`config.mk`:
```
export PLATFORM = sky130hd
export DESIGN_NAME = rcc_reset_status
export DESIGN_NICKNAME = d
export VERILOG_FILES = /design/src/design/rcc_pkg.sv /design/src/design/rcc_reset_status.sv /design/src/design/rcc_rsr.sv /design/src/design/rcc_regs.sv /design/src/design/rcc_axil_port.sv
export SDC_FILE = /design/constraint.sdc
export NUM_CORES = 1
export LEC_CHECK = 0
export BUFFER_PORTS_ARGS = -buffer_cell sky130_fd_sc_hd__buf_4
export CORE_UTILIZATION = 43
export CTS_BUF_LIST = sky130_fd_sc_hd__clkbuf_16
export DETAILED_ROUTE_END_ITERATION = 6
export GPL_TIMING_DRIVEN = 1
export PLACE_DENSITY_LB_ADDON = 0.1
export SLEW_MARGIN = 10
export SYNTH_ARGS = -nofsm -noshare
export SYNTH_HDL_FRONTEND = slang
export SYNTH_SLANG_ARGS = --single-unit
```
`constraint.sdc`:
```
create_clock -name clk -period 2.4 [get_ports clk]
set_input_delay 0 -clock clk [delete_from_list [all_inputs] [get_ports clk]]
set_output_delay 0 -clock clk [all_outputs]
set_load 0.1 [all_outputs]
```
`src/design/rcc_pkg.sv`:
```
// ---------------------------
// fixed register map, no parameters on modules
// rsr layout and reset value shared by both cores
// ---------------------------
`default_nettype none

package rcc_pkg;

  // ---------------------------
  // bus geometry and map
  // ---------------------------
  localparam int ADDR_W = 4;
  localparam int DATA_W = 32;

  // word offsets, anything else is unmapped
  localparam logic [ADDR_W-1:0] RSR_C1_ADDR = 4'h0;
  localparam logic [ADDR_W-1:0] RSR_C2_ADDR = 4'h4;
  localparam logic [ADDR_W-1:0] CSR_ADDR    = 4'h8;

  // writable bit positions
  localparam int RMVF_BIT  = 16;
  localparam int LSION_BIT = 0;

  // axi response codes
  localparam logic [1:0] RESP_OKAY   = 2'b00;
  localparam logic [1:0] RESP_SLVERR = 2'b10;

  // por, pin, bor, d2, d1 flags set out of reset
  localparam logic [DATA_W-1:0] RSR_RESET_VALUE = 32'h00F8_0000;

  // ---------------------------
  // types
  // ---------------------------
  // reset source events, msb first in status-word order
  typedef struct packed {
    logic lpwr2;
    logic lpwr1;
    logic wwdg2;
    logic wwdg1;
    logic iwdg2;
    logic iwdg1;
    logic sft2;
    logic sft1;
    logic por;
    logic pin;
    logic bor;
    logic d2;
    logic d1;
    logic obl;
  } rst_src_t;

  // rsr word as fields
  typedef struct packed {
    logic        lpwr2rstf;
    logic        lpwr1rstf;
    logic        wwdg2rstf;
    logic        wwdg1rstf;
    logic        iwdg2rstf;
    logic        iwdg1rstf;
    logic        sft2rstf;
    logic        sft1rstf;
    logic        porrstf;
    logic        pinrstf;
    logic        borrstf;
    logic        d2rstf;
    logic        d1rstf;
    // reads zero
    logic        rsvd18;
    logic        oblrstf;
    logic        rmvf;
    logic [15:0] rsvd_lo;
  } rsr_fields_t;

  // same word, field view or raw bus view
  typedef union packed {
    rsr_fields_t             f;
    logic [DATA_W-1:0] raw;
  } rsr_word_u;

  // one register access, port to register block
  typedef struct packed {
    logic              wr;
    logic              rd;
    logic [ADDR_W-1:0] addr;
    logic [DATA_W-1:0] wdata;
  } reg_req_t;

endpackage

`default_nettype wire
```
`src/design/rcc_reset_status.sv`:
```
// ---------------------------
// reset-cause status unit, two cores, axi4-lite access
// all state on clk, rst_n synchronous
// ---------------------------
`timescale 1ns/1ps
`default_nettype none

module rcc_reset_status
  import rcc_pkg::*;
(
  input  logic              clk,
  input  logic              rst_n,
  input  rst_src_t          rst_src,
  // axi4-lite slave
  input  logic              awvalid,
  output logic              awready,
  input  logic [ADDR_W-1:0] awaddr,
  input  logic              wvalid,
  output logic              wready,
  input  logic [DATA_W-1:0] wdata,
  output logic              bvalid,
  input  logic              bready,
  output logic [1:0]        bresp,
  input  logic              arvalid,
  output logic              arready,
  input  logic [ADDR_W-1:0] araddr,
  output logic              rvalid,
  input  logic              rready,
  output logic [DATA_W-1:0] rdata,
  output logic [1:0]        rresp,
  // oscillator enable
  output logic              lsion
);

  reg_req_t          req;
  logic [DATA_W-1:0] reg_rdata;
  logic              reg_err;
  rsr_word_u         c1_word;
  rsr_word_u         c2_word;
  logic              c1_rmvf_we;
  logic              c2_rmvf_we;
  logic              rmvf_wdata;

  // bus handshake
  rcc_axil_port u_port (
    .clk      (clk),
    .rst_n    (rst_n),
    .awvalid  (awvalid),
    .awready  (awready),
    .awaddr   (awaddr),
    .wvalid   (wvalid),
    .wready   (wready),
    .wdata    (wdata),
    .bvalid   (bvalid),
    .bready   (bready),
    .bresp    (bresp),
    .arvalid  (arvalid),
    .arready  (arready),
    .araddr   (araddr),
    .rvalid   (rvalid),
    .rready   (rready),
    .rdata    (rdata),
    .rresp    (rresp),
    .rdata_in (reg_rdata),
    .err_in   (reg_err),
    .req      (req)
  );

  // decode, csr and read mux
  rcc_regs u_regs (
    .clk        (clk),
    .rst_n      (rst_n),
    .req        (req),
    .c1_word    (c1_word),
    .c2_word    (c2_word),
    .c1_rmvf_we (c1_rmvf_we),
    .c2_rmvf_we (c2_rmvf_we),
    .rmvf_wdata (rmvf_wdata),
    .lsion      (lsion),
    .rdata      (reg_rdata),
    .err        (reg_err)
  );

  // both cores see the same events
  rcc_rsr u_rsr_c1 (
    .clk        (clk),
    .rst_n      (rst_n),
    .rst_src    (rst_src),
    .rmvf_we    (c1_rmvf_we),
    .rmvf_wdata (rmvf_wdata),
    .word       (c1_word)
  );

  rcc_rsr u_rsr_c2 (
    .clk        (clk),
    .rst_n      (rst_n),
    .rst_src    (rst_src),
    .rmvf_we    (c2_rmvf_we),
    .rmvf_wdata (rmvf_wdata),
    .word       (c2_word)
  );

endmodule

`default_nettype wire

```
`src/design/rcc_rsr.sv`:
```
// ---------------------------
// one core's sticky reset flags, all flops on clk
// rmvf high holds every flag at zero
// ---------------------------
`timescale 1ns/1ps
`default_nettype none

module rcc_rsr
  import rcc_pkg::*;
(
  input  logic      clk,
  input  logic      rst_n,
  // level events, sampled every edge
  input  rst_src_t  rst_src,
  // one-cycle strobe from the register block
  input  logic      rmvf_we,
  input  logic      rmvf_wdata,
  output rsr_word_u word
);

  // flags kept in source order, obl last
  rst_src_t flags_q;
  rst_src_t flags_d;
  logic     rmvf_q;

  // ---------------------------
  // remove-flags bit
  // ---------------------------
  always_ff @(posedge clk) begin
    if (!rst_n) begin
      rmvf_q <= 1'b0;
    end else if (rmvf_we) begin
      // new value seen from next cycle on
      rmvf_q <= rmvf_wdata;
    end
  end

  // ---------------------------
  // sticky flags
  // ---------------------------
  always_comb begin
    if (rmvf_q) begin
      // clear wins, events dropped
      flags_d = '0;
    end else begin
      // set on any event, hold otherwise
      flags_d = flags_q | rst_src;
    end
  end

  always_ff @(posedge clk) begin
    if (!rst_n) begin
      // flag bits 31:19 and 17 of the word reset value
      flags_q <= {RSR_RESET_VALUE[31:19], RSR_RESET_VALUE[17]};
    end else begin
      flags_q <= flags_d;
    end
  end

  // ---------------------------
  // status word
  // ---------------------------
  always_comb begin
    // reserved bits stay zero
    word.raw = '0;
    word.f.lpwr2rstf = flags_q.lpwr2;
    word.f.lpwr1rstf = flags_q.lpwr1;
    word.f.wwdg2rstf = flags_q.wwdg2;
    word.f.wwdg1rstf = flags_q.wwdg1;
    word.f.iwdg2rstf = flags_q.iwdg2;
    word.f.iwdg1rstf = flags_q.iwdg1;
    word.f.sft2rstf  = flags_q.sft2;
    word.f.sft1rstf  = flags_q.sft1;
    word.f.porrstf   = flags_q.por;
    word.f.pinrstf   = flags_q.pin;
    word.f.borrstf   = flags_q.bor;
    word.f.d2rstf    = flags_q.d2;
    word.f.d1rstf    = flags_q.d1;
    // bit 18 left reserved
    word.f.oblrstf   = flags_q.obl;
    word.f.rmvf      = rmvf_q;
  end

endmodule

`default_nettype wire

```
`src/design/rcc_regs.sv`:
```
// ---------------------------
// decode and read mux, rdata/err combinational in req cycle
// only rsr bit 16 and csr bit 0 are writable
// ---------------------------
`timescale 1ns/1ps
`default_nettype none

module rcc_regs
  import rcc_pkg::*;
(
  input  logic              clk,
  input  logic              rst_n,
  input  reg_req_t          req,
  // status words from both cores
  input  rsr_word_u         c1_word,
  input  rsr_word_u         c2_word,
  output logic              c1_rmvf_we,
  output logic              c2_rmvf_we,
  output logic              rmvf_wdata,
  output logic              lsion,
  output logic [DATA_W-1:0] rdata,
  output logic              err
);

  logic sel_c1;
  logic sel_c2;
  logic sel_csr;
  logic mapped;

  // ---------------------------
  // offset decode
  // ---------------------------
  assign sel_c1  = (req.addr == RSR_C1_ADDR);
  assign sel_c2  = (req.addr == RSR_C2_ADDR);
  assign sel_csr = (req.addr == CSR_ADDR);
  assign mapped  = sel_c1 | sel_c2 | sel_csr;

  // rmvf strobes, one per core
  assign c1_rmvf_we = req.wr & sel_c1;
  assign c2_rmvf_we = req.wr & sel_c2;
  // other rsr bits of the write are dropped
  assign rmvf_wdata = req.wdata[RMVF_BIT];

  // ---------------------------
  // csr, oscillator enable
  // ---------------------------
  always_ff @(posedge clk) begin
    if (!rst_n) begin
      lsion <= 1'b0;
    end else if (req.wr && sel_csr) begin
      lsion <= req.wdata[LSION_BIT];
    end
  end

  // ---------------------------
  // read mux
  // ---------------------------
  always_comb begin
    rdata = '0;
    if (sel_c1) begin
      rdata = c1_word.raw;
    end else if (sel_c2) begin
      rdata = c2_word.raw;
    end else if (sel_csr) begin
      // ready bit not implemented, reads zero
      rdata[LSION_BIT] = lsion;
    end
  end

  // unmapped offsets answer slverr on either access
  assign err = (req.wr | req.rd) & ~mapped;

endmodule

`default_nettype wire

```
`src/design/rcc_axil_port.sv`:
```
// ---------------------------
// axi4-lite slave, one transfer outstanding, no prot/strb
// write wins over read in the same cycle
// ---------------------------
`timescale 1ns/1ps
`default_nettype none

module rcc_axil_port
  import rcc_pkg::*;
(
  input  logic              clk,
  input  logic              rst_n,
  // write address / data
  input  logic              awvalid,
  output logic              awready,
  input  logic [ADDR_W-1:0] awaddr,
  input  logic              wvalid,
  output logic              wready,
  input  logic [DATA_W-1:0] wdata,
  // write response
  output logic              bvalid,
  input  logic              bready,
  output logic [1:0]        bresp,
  // read address
  input  logic              arvalid,
  output logic              arready,
  input  logic [ADDR_W-1:0] araddr,
  // read data
  output logic              rvalid,
  input  logic              rready,
  output logic [DATA_W-1:0] rdata,
  output logic [1:0]        rresp,
  // register block side
  input  logic [DATA_W-1:0] rdata_in,
  input  logic              err_in,
  output reg_req_t          req
);

  // pending-response state, both low means idle
  logic wr_pend;
  logic rd_pend;
  logic idle;
  logic wr_go;
  logic rd_go;

  // ---------------------------
  // acceptance
  // ---------------------------
  assign idle  = ~wr_pend & ~rd_pend;
  // write needs both aw and w in the same cycle
  assign wr_go = idle & awvalid & wvalid;
  assign rd_go = idle & arvalid & ~wr_go;

  // ready pulses only in the accept cycle
  assign awready = wr_go;
  assign wready  = wr_go;
  assign arready = rd_go;

  // request lives for the accept cycle only
  always_comb begin
    req.wr    = wr_go;
    req.rd    = rd_go;
    req.addr  = wr_go ? awaddr : araddr;
    req.wdata = wdata;
  end

  // ---------------------------
  // response state
  // ---------------------------
  always_ff @(posedge clk) begin
    if (!rst_n) begin
      wr_pend <= 1'b0;
      rd_pend <= 1'b0;
    end else begin
      if (wr_go) begin
        wr_pend <= 1'b1;
      end else if (wr_pend && bready) begin
        wr_pend <= 1'b0;
      end
      if (rd_go) begin
        rd_pend <= 1'b1;
      end else if (rd_pend && rready) begin
        rd_pend <= 1'b0;
      end
    end
  end

  // response payload, captured at accept and held while pending
  always_ff @(posedge clk) begin
    if (wr_go) begin
      bresp <= err_in ? RESP_SLVERR : RESP_OKAY;
    end
    if (rd_go) begin
      rdata <= rdata_in;
      rresp <= err_in ? RESP_SLVERR : RESP_OKAY;
    end
  end

  assign bvalid = wr_pend;
  assign rvalid = rd_pend;

endmodule

`default_nettype wire

```
==> flow_metrics.tcl, run 1 <==
set metrics [dict create \
    via_count 1481 \
    avgViaCountPerCell 4.90 \
    clockPowerShare 0.344 \
    grt_max_degree 20 \
    row_count 24 \
    yosysUniqueCellTypes 29 \
    antenna_found_initial 0 \
    synth_seq_cells 51 \
    ctsLongestPathBuffers 2 \
    die_height_um 70.2 \
    slew_headroom 0.529 \
    grtUsageTotal 0.158 \
    slew_viol_final 0 \
    syn_area_um2 2000 \
    cts_resized 0 \
    yosys_most_used_dff "dfxtp_1" \
    final.setup.tns_ns 0 \
    grt_setup_unrepaired "no" \
    total_power_mw 2.27 \
    cts.sinks 51 \
    yosys_warnings 0 \
    worstPathArrival_ns 1.82 \
    wl_per_cell_um 12.5 \
    tightest_slew_ns 0.707 \
    hold_violations 0 \
    cts_tree "yes" \
    cts_max_level 2 \
    synthArstFlopShare 0 \
    layout_common_cells "buf_4 (54), nor2_1 (47), dfxtp_1 (31), conb_1 (18), edfxtp_1 (18)" \
    setup_slack_ns 0.583 \
    drt_iter0_markers 69 \
    die_x_um 70.2 \
    swShare 0.315 \
    min_path_type "in -> reg" \
    grt_pass1_wl_um 6100 \
    drc 0 \
    hpwl_um 2720 \
    fin_crit_sh 0.757 \
    fin_skew_ns 0.00268 \
    clk_pin_slew_ns 0.06 \
    switchingPower_mw 0.713 \
    leakagePower_nw 1.16 \
    dieArea_um2 4930 \
    pwr-share-comb 0.229 \
    final_common_cell "buf_4" \
    gp_congestion 0.707 \
    synth_edf_count 18 \
    grt_pass1_vias 1390 \
    seq_area_frac_synth 0.600 \
    syn_inst 181 \
    multi_input_area_um2 683 \
    crit_path_end_kind "output pin" \
    outcome "complete, no violations" \
    start_util 0.453 \
    ir_worst_vdd_mv 0.393 \
    crit_fanout 19 \
    seqPwrFrac 0.427 \
    power_density_nw_per_um2 845 \
    io_buffers 54 \
    synth_top_area_frac 0.330 \
    grt_overflow 0 \
    postLayoutCellArea_um2 2680 \
    drive_gt1_frac 0.292 \
    synth_area_leaders "dfxtp_1 (33%), edfxtp_1 (27%), nor2_1 (9.0%)" \
    drv_cap 0 \
    syn_to_final_growth_pct 34.0 \
    fillCellCount 374 \
    dpl_cell_area_um2 2360 \
    cts_inserted_buffers 5 \
    pre_cts_ws_ns 0.696 \
    clk_latency_ns 0.28 \
    syn_avg_cell_area_um2 11.1 \
    drtPass1Iterations 4 \
    crit_required_ns 2.40 \
    min_period_ns 1.82 \
    p_int_mw 1.55 \
    ant_nets 0 \
    n_antenna_cell 0 \
    nets 310 \
    finalSetupViolCount 0 \
    seq_area_um2 1210 \
    clock.fmax_mhz 550 \
    cp-start-kind "register" \
    core_area_um2 4410 \
    cts_root_buf "clkbuf_16" \
    yosysTopAreaCell "dfxtp_1" \
    crit_type "reg -> out" \
    ios 103 \
    wirelength_um 3780 \
]
-- critical path, stage by stage (launching register included) --
cell and delay (ns):
dfxtp_4 0.35, and4bb_4 0.31, nor2_4 0.47, buf_4 0.40
-- metal layers --
| metal | vias to the layer above | share of wire | GRT usage |
|---|---|---|---|
| met5 | - | 0 | 0 |
| met4 | 0 | 0.012 | 0.0467 |
| met3 | 6 | 0.055 | 0.0418 |
| met2 | 59 | 0.49 | 0.287 |
| met1 | 690 | 0.44 | 0.180 |
| li1 | 726 | - | - |
-- cells by family after synthesis --
logic type / Yosys count / synth area share
AND/OR/NAND/NOR: 67 / 0.151
buffers and inverters: 26 / 0.0938
flip-flops: 51 / 0.600
AO/OA/AOI/OAI: 33 / 0.137
multiplexers: 3 / 0.0156
other: 1 / 0.00187
-- power by group through the flow --
stage	Clock, mW	Combinational (mW)	Sequential (mW)
3_3_place_gp	0	0.494	0.984
4_1_cts	0.790	0.520	0.968
6_report	0.780	0.518	0.967
2_1_floorplan	0	0.253	1.15
3_5_place_dp	0	0.500	0.987
5_1_grt	0.821	0.537	0.972
-- metrics by stage --
step           utilization  cells  hold slack, ns
2_1_floorplan            -    198           0.116
3_3_place_gp         0.535    279           0.220
3_5_place_dp         0.535    279           0.226
4_1_cts              0.607    302         0.00104
5_1_grt              0.607    302          0.0138
6_report             0.607    302         0.00669
-- synth_stat cells (2+ instances only) --
master and instances:
a22o_1 11, dfxtp_1 33, nand3_1 2, o21a_1 2, clkbuf_1 3, buf_6 2, nand2_1 4, buf_4 20
nor3_1 2, o21ai_0 10, a22o_2 4, edfxtp_1 18, nand2b_1 2, nor2b_1 4, mux2i_1 2, o31ai_4 2
nor2_1 48
-- what timing repair did --
action	CTS	global route
hold buffers	15	0
buffers inserted	0	0
hold endpoints to repair	26	0
-- path summary, 6_finish.rpt --
check,startpoint,slack (ns),depth (start not counted),end
max,u_port.rvalid$_SDFFE_PN0P_,0.58,3,arready
min,rready,0.007,3,u_port.rvalid$_SDFFE_PN0P_
max reg2reg,u_port.rvalid$_SDFFE_PN0P_,0.69,4,u_port.rdata[27]$_DFFE_PP_
min reg2reg,u_rsr_c1.word[17]$_SDFF_PP0_,0.46,2,u_rsr_c1.word[17]$_SDFF_PP0_
-- area by class of cell --
class / count / area share
inverter: 1 / 0.00140
sequential: 51 / 0.450
timing repair buffer: 69 / 0.207
clock buffer: 5 / 0.0467
multi-input combinational: 121 / 0.255
tap: 52 / 0.0243
clock inverter: 3 / 0.0159
-- registers in the layout, indices dropped and copies added (netlist names) --
register,count
u_rsr_c1.rmvf_q,1
u_port.rdata,16
u_rsr_c2.rmvf_q,1
u_rsr_c1.word,14
u_rsr_c2.word,14
u_port.bresp,1
u_port.rvalid,1
u_port.rresp,1
u_regs.lsion,1
u_port.bvalid,1
Note: power is estimated with default switching activity, not from simulation.
==> run 2, diff against run 1 <==
--- a/config.mk
+++ b/config.mk
@@ -5,8 +5,9 @@
 export SDC_FILE = /design/constraint.sdc
 export NUM_CORES = 1
 export LEC_CHECK = 0
+export ABC_AREA = 1
 export BUFFER_PORTS_ARGS = -buffer_cell sky130_fd_sc_hd__buf_4
-export CORE_UTILIZATION = 43
+export CORE_UTILIZATION = 41
 export CTS_BUF_LIST = sky130_fd_sc_hd__clkbuf_16
 export DETAILED_ROUTE_END_ITERATION = 6
 export GPL_TIMING_DRIVEN = 1
==> constraint.sdc (replaced) <==
create_clock -name clk -period 1.55 [get_ports clk]
set_input_delay 0 -clock clk [delete_from_list [all_inputs] [get_ports clk]]
set_output_delay 0 -clock clk [all_outputs]
set_load 0.1 [all_outputs]
==> run 2 against run 1 <==
Compared with the run above:
- clock power increased by 36%
- combinational power increased by 78%
- synthesized cell count increased by 27%
- first-iteration DRC count decreased by 10%
- critical path depth increased by 2
- sequential power increased by 54%
- core utilization increased by 1.3 points
- power increased by 53%
- sequential share of layout area decreased by 4.5 points
- die area increased by 10%
- synthesized area increased by 5.2%
- clock skew increased by 0.00076 ns
- largest cell class unchanged
- highest routed layer unchanged
==> flow_metrics.tcl, run 2 <==
set metrics [dict create \
    layout_common_cells "buf_4 (59), inv_1 (38), nand2_1 (33), dfxtp_1 (31), dlygate4sd3_1 (22)" \
    clk_pin_slew_ns 0.07 \
    cp-start-kind "register" \
    grt_overflow 0 \
    dpl_cell_area_um2 2560 \
    swShare 0.341 \
    nets 376 \
    yosys_most_used_dff "dfxtp_1" \
    drv_cap 0 \
    leakagePower_nw 1.38 \
    row_count 25 \
    rr_worst_depth 10 \
    crit_top_cell "buf_4" \
    clockPowerShare 0.305 \
    post-synth-top-count-cell "inv_1" \
    fillCellCount 438 \
    synth_top_area_frac 0.314 \
    hold_ws_ns 0.0205 \
    syn_inst 230 \
    fin_cells 383 \
    critPathMaxStageDelay_ns 0.36 \
    io_buffers 54 \
    crit_type "reg -> out" \
    ctsLongestPathBuffers 2 \
    worstPathArrival_ns 1.52 \
    n_antenna_cell 0 \
    r2r-end "u_rsr_c1.rmvf_q$_SDFFE_PN0P_" \
    min_path_type "in -> reg" \
    seqPwrFrac 0.430 \
    grt_pass1_wl_um 6780 \
    syn_area_um2 2100 \
    min_period_ns 1.52 \
    ir_worst_vdd_mv 0.586 \
    crit_required_ns 1.55 \
    cts_root_buf "clkbuf_16" \
    die_x_um 73.6 \
    drtPass1Iterations 4 \
    grt_max_degree 17 \
    multi_input_area_um2 681 \
    hpwl_um 2790 \
    yosysUniqueCellTypes 23 \
    synth_seq_cells 51 \
    synth_commonest_cells "inv_1 (40), nand2_1 (35), dfxtp_1 (33)" \
    pre_cts_ws_ns 0.0335 \
    yosysTopAreaCell "dfxtp_1" \
    seq_area_um2 1210 \
    ios 103 \
    hold_start "arvalid" \
    antenna_found_initial 0 \
    avgViaCountPerCell 4.39 \
    via_count 1681 \
    syn_avg_cell_area_um2 9.15 \
    drc 0 \
    synth_edf_count 18 \
    synth_area_leaders "dfxtp_1 (31%), edfxtp_1 (26%), inv_1 (7.1%)" \
    fin_crit_sh 0.983 \
    yosys_warnings 0 \
    switchingPower_mw 1.19 \
    slew_viol_final 0 \
    finalSetupViolCount 0 \
    start_util 0.437 \
    setup_slack_ns 0.0259 \
    gp_congestion 0.750 \
    clock.fmax_mhz 656 \
    drt_iter0_markers 62 \
    fin_skew_ns 0.00344 \
    seq_area_frac_synth 0.571 \
    die_height_um 73.6 \
    wirelength_um 4190 \
    hold_violations 0 \
    clk_latency_ns 0.28 \
    place_inst 351 \
    pwr-share-comb 0.266 \
    cts.sinks 51 \
    r2r-start "u_port.rvalid$_SDFFE_PN0P_" \
    dieArea_um2 5420 \
    synthArstFlopShare 0 \
    grt_pass1_vias 1523 \
    cts_tree "yes" \
    cp_cell_sequence "nor2_4 > nand2_4 > buf_4 > clkinvlp_4 > buf_4" \
    hold_path_end "u_port.rvalid$_SDFFE_PN0P_" \
    wl_per_cell_um 10.9 \
    largest_register_ffs 16 \
    syn_to_final_growth_pct 42.0 \
    final_common_cell "buf_4" \
    rrSetupSlack_ns 0.06 \
    crit_path_end_kind "output pin" \
    grtUsageTotal 0.167 \
    total_power_mw 3.47 \
    cts_inserted_buffers 5 \
    outcome "complete, no violations" \
    cts_max_level 2 \
    whs_path_depth 3 \
    largest-register "u_port.rdata" \
    power_density_nw_per_um2 1160 \
    core_area_um2 4820 \
    slowest_stage "dfxtp_4" \
    postLayoutCellArea_um2 2990 \
    crit_fanout 8 \
    p_int_mw 2.29 \
    drive_gt1_frac 0.282 \
    ant_nets 0 \
    grt_setup_unrepaired "yes" \
]
## run 2: cell types whose count changed in the layout (fill, tap and decap cells not counted), moves of 3 or more
| cell | delta |
|---|---|
| a21oi_1 | +21 |
| a22o_1 | -11 |
| a22o_2 | -4 |
| buf_4 | +5 |
| clkinvlp_4 | +3 |
| dlygate4sd3_1 | +7 |
| inv_1 | +37 |
| nand2_1 | +29 |
| nand2_4 | +4 |
| nand3_1 | +13 |
| nor2_1 | -39 |
| nor2b_1 | -4 |
| o22ai_1 | +8 |
## run 2: how the worst max path moves through the flow
stage | slack [ns] | startpoint | end
floorplan | -0.27 | u_port.bvalid$_SDFFE_PN0P_ | u_port.rdata[0]$_SDFFCE_PP0P_
global placement | 0.03 | u_port.bvalid$_SDFFE_PN0P_ | u_port.rdata[29]$_DFFE_PP_
detailed placement | 0.03 | u_port.bvalid$_SDFFE_PN0P_ | u_port.rdata[26]$_DFFE_PP_
CTS | 0.01 | u_port.bvalid$_SDFFE_PN0P_ | u_port.rdata[26]$_DFFE_PP_
global route | -0.04 | u_port.rvalid$_SDFFE_PN0P_ | u_rsr_c1.rmvf_q$_SDFFE_PN0P_
finish | 0.03 | u_port.rvalid$_SDFFE_PN0P_ | awready
## run 2: layout make-up
type	instances	area share
inverters	42	0.0553
clock inverters	3	0.00670
repair buffers	84	0.236
clock buffers	5	0.0419
multi-input cells	131	0.228
flip-flops and latches	51	0.404
well taps	67	0.0280
## run 2: logic make-up after synthesis
group	Yosys count	share of synthesized area
simple gates	71	0.164
other cells	1	0.00178
buf+inv	65	0.158
flops	51	0.571
compound gates	42	0.106
## run 2: timing repair
action | in CTS | in global routing
gates resized for setup | 0 | 10
hold buffers | 22 | 0
endpoints found under the hold margin | 31 | 0
endpoints found under the setup margin | 0 | 21
setup buffers | 0 | 2
## run 2: per-stage QoR
step	util	TNS [ns]
after floorplan	-	-4.85
after global placement	0.532	0
after detailed placement	0.532	0
after CTS	0.608	0
after global routing	0.621	-0.300
final	0.621	0
## run 2: per-layer routing
layer	routed length [um]	up-vias	GRT usage
met3	158	5	0.0329
met1	1920	761	0.219
met4	52	0	0.0641
met2	2060	41	0.273
li1	-	874	-
met5	0	-	0
## run 2: power by group through the flow
| stage | clock, mW | sequential [mW] | combinational (mW) |
|---|---|---|---|
| detailed placement | 0 | 1.52 | 0.859 |
| global placement | 0 | 1.52 | 0.854 |
| floorplan | 0 | 1.78 | 0.455 |
| global route | 1.14 | 1.50 | 0.972 |
| CTS | 1.09 | 1.49 | 0.899 |
| finish | 1.06 | 1.49 | 0.923 |
## run 2: worst max-delay path: cells and delay by family (launching register included)
family        cells  cell delay [ns]
buf+inv           3             0.54
simple gates      2             0.34
flops             1             0.36
==> run 3, diff against run 2 <==
--- a/config.mk
+++ b/config.mk
@@ -6,8 +6,9 @@
 export NUM_CORES = 1
 export LEC_CHECK = 0
 export ABC_AREA = 1
+export ABC_CLOCK_PERIOD_IN_PS = 1550
 export BUFFER_PORTS_ARGS = -buffer_cell sky130_fd_sc_hd__buf_4
-export CORE_UTILIZATION = 41
+export CORE_UTILIZATION = 43
 export CTS_BUF_LIST = sky130_fd_sc_hd__clkbuf_16
 export DETAILED_ROUTE_END_ITERATION = 6
 export GPL_TIMING_DRIVEN = 1
@@ -15,4 +16,5 @@
 export SLEW_MARGIN = 10
 export SYNTH_ARGS = -nofsm -noshare
 export SYNTH_HDL_FRONTEND = slang
+export SYNTH_HIERARCHICAL = 1
 export SYNTH_SLANG_ARGS = --single-unit
==> run 3 against run 2 <==
Compared with the run above:
- hold slack gained 0.0089 ns
- sequential share of layout area shrank 2.0 points
- highest routed layer unchanged
- synthesized cell count grew 50%
==> flow_metrics.tcl, run 3 <==
set metrics [dict create \
    outcome "complete, no violations" \
    critPathMaxStageDelay_ns 0.35 \
    seq_area_um2 1690 \
    final_common_cell "buf_4" \
    drt_iter0_markers 63 \
    rrSetupSlack_ns 0.02 \
    hpwl_um 3880 \
    cts.sinks 67 \
    antenna_found_initial 0 \
    row_count 31 \
    seqPwrFrac 0.398 \
    cts_root_buf "clkbuf_16" \
    fin_cells 544 \
    place_inst 501 \
    fillCellCount 656 \
    p_int_mw 3.49 \
    hold_violations 0 \
    ctsLongestPathBuffers 2 \
    cts_inserted_buffers 9 \
    die_height_um 88.1 \
    cts_max_level 3 \
    wl_per_cell_um 10.7 \
    ios 103 \
    grt_max_degree 33 \
    dieArea_um2 7760 \
    min_path_type "in -> reg" \
    syn_area_um2 3190 \
    hold_path_end "u_regs/lsion$_SDFFE_PN0P_" \
    wirelength_um 5840 \
    grt_overflow 0 \
    multi_input_area_um2 1270 \
    die_x_um 88.1 \
    drive_gt1_frac 0.371 \
    syn_avg_cell_area_um2 9.21 \
    finalSetupViolCount 0 \
    grt_setup_unrepaired "yes" \
    crit_path_end_kind "register" \
    min_period_ns 1.53 \
    swShare 0.315 \
    largest-register "u_port/rdata" \
    largest_register_ffs 32 \
    hold_start "wdata[0]" \
    syn_to_final_growth_pct 38.0 \
    avgViaCountPerCell 4.40 \
    drc 0 \
    cp-start-kind "register" \
    postLayoutCellArea_um2 4400 \
    power_density_nw_per_um2 1160 \
    grtUsageTotal 0.162 \
    clk_pin_slew_ns 0.05 \
    io_buffers 70 \
    pwr-share-comb 0.237 \
    core_area_um2 7210 \
    syn_inst 346 \
    gp_congestion 0.730 \
    cp_cell_sequence "nor2_4 > nand2_4 > inv_12 > nand2_4 > nand2_4 > inv_4 > nor2_4 > buf_12 > nand3_1 > nand2_1" \
    fin_skew_ns 0.00619 \
    grt_pass1_vias 2119 \
    drtPass1Iterations 4 \
    crit_fanout 16 \
    whs_path_depth 5 \
    ir_worst_vdd_mv 0.678 \
    worstPathArrival_ns 1.72 \
    clockPowerShare 0.365 \
    path_buf_inv 3 \
    r2r-end "u_port/rdata[24]$_DFFE_PP_" \
    clk_latency_ns 0.32 \
    slowest_stage "dfxtp_4" \
    critPathTopFamily "simple AND/OR/NAND/NOR gates" \
    via_count 2391 \
    nets 501 \
    dpl_cell_area_um2 3820 \
    switchingPower_mw 1.61 \
    yosys_warnings 6 \
    slew_viol_final 0 \
    crit_required_ns 1.74 \
    crit_type "reg -> reg" \
    crit_top_cell "nand2_4" \
    drv_cap 0 \
    r2r-start "u_port/bvalid$_SDFFE_PN0P_" \
    clock.fmax_mhz 655 \
    start_util 0.442 \
    rr_worst_depth 10 \
    n_antenna_cell 0 \
    cts_tree "yes" \
    leakagePower_nw 2.01 \
    ant_nets 0 \
    layout_common_cells "buf_4 (81), nand2_1 (55), nand3_1 (50), conb_1 (36), edfxtp_1 (34)" \
    grt_pass1_wl_um 9440 \
    fin_crit_sh 0.985 \
]
[run 3: worst max path at each step]
| stage | startpoint | to | depth (start not counted) |
|---|---|---|---|
| finish | u_port/bvalid$_SDFFE_PN0P_ | u_port/rdata[24]$_DFFE_PP_ | 10 |
| global route | u_port/bvalid$_SDFFE_PN0P_ | u_rsr_c1/rmvf_q$_SDFFE_PN0P_ | 10 |
| CTS | u_port/bvalid$_SDFFE_PN0P_ | u_port/rdata[16]$_DFFE_PP_ | 8 |
| detailed placement | u_port/bvalid$_SDFFE_PN0P_ | u_rsr_c2/rmvf_q$_SDFFE_PN0P_ | 12 |
| global placement | u_port/bvalid$_SDFFE_PN0P_ | u_rsr_c2/rmvf_q$_SDFFE_PN0P_ | 12 |
| floorplan | u_port/bvalid$_SDFFE_PN0P_ | u_port/bresp[1]$_DFFE_PP_ | 6 |
[run 3: cell type report]
class	count	area share
Clock buffer	10	0.0569
Clock inverter	6	0.00711
Inverter	18	0.0196
Multi-Input combinational cell	235	0.288
Sequential cell	67	0.384
Tap cell	99	0.0282
Timing Repair Buffer	109	0.216
[run 3: tightest hold or removal path, delay by kind of cell]
| kind | cells | cell delay [ns] |
|---|---|---|
| buffers and inverters | 2 | 0.11 |
| and+or+nand+nor | 3 | 0.20 |
[run 3: repair_timing]
action                     in CTS  in global routing
setup buffers                   1                  5
hold buffers                   21                  0
gates resized for setup         1                 11
pin swaps                       0                  4
hold endpoints to repair       32                  0
cloned                          0                  0
setup endpoints to repair       1                 17
[run 3: metrics by stage]
step	hold WS [ns]	power (mW)	utilization	setup slack [ns]	TNS, ns
global route	0.0941	5.30	0.609	-0.0623	-0.737
floorplan	0.121	3.02	-	-0.748	-19.94
detailed placement	0.236	3.20	0.529	0.0266	0
global placement	0.230	3.19	0.529	0.0543	0
finish	0.0295	5.10	0.609	0.0228	0
CTS	0.0238	5.11	0.599	0.0129	0
[run 3: power by group through the flow]
stage	clock (mW)	combinational [mW]	sequential, mW
after floorplan	0	0.522	2.50
after detailed placement	0	1.13	2.07
after CTS	1.90	1.18	2.03
after global placement	0	1.12	2.06
after global routing	1.97	1.28	2.04
final	1.87	1.21	2.03
[run 3: routing by layer]
| layer | wire [um] | share of wire | vias up | global-route usage |
|---|---|---|---|---|
| li1 | - | - | 1241 | - |
| met5 | 0 | 0 | - | 0 |
| met1 | 2540 | 0.44 | 1072 | 0.200 |
| met4 | 77 | 0.013 | 0 | 0.0806 |
| met2 | 2890 | 0.50 | 72 | 0.266 |
| met3 | 326 | 0.056 | 6 | 0.0377 |
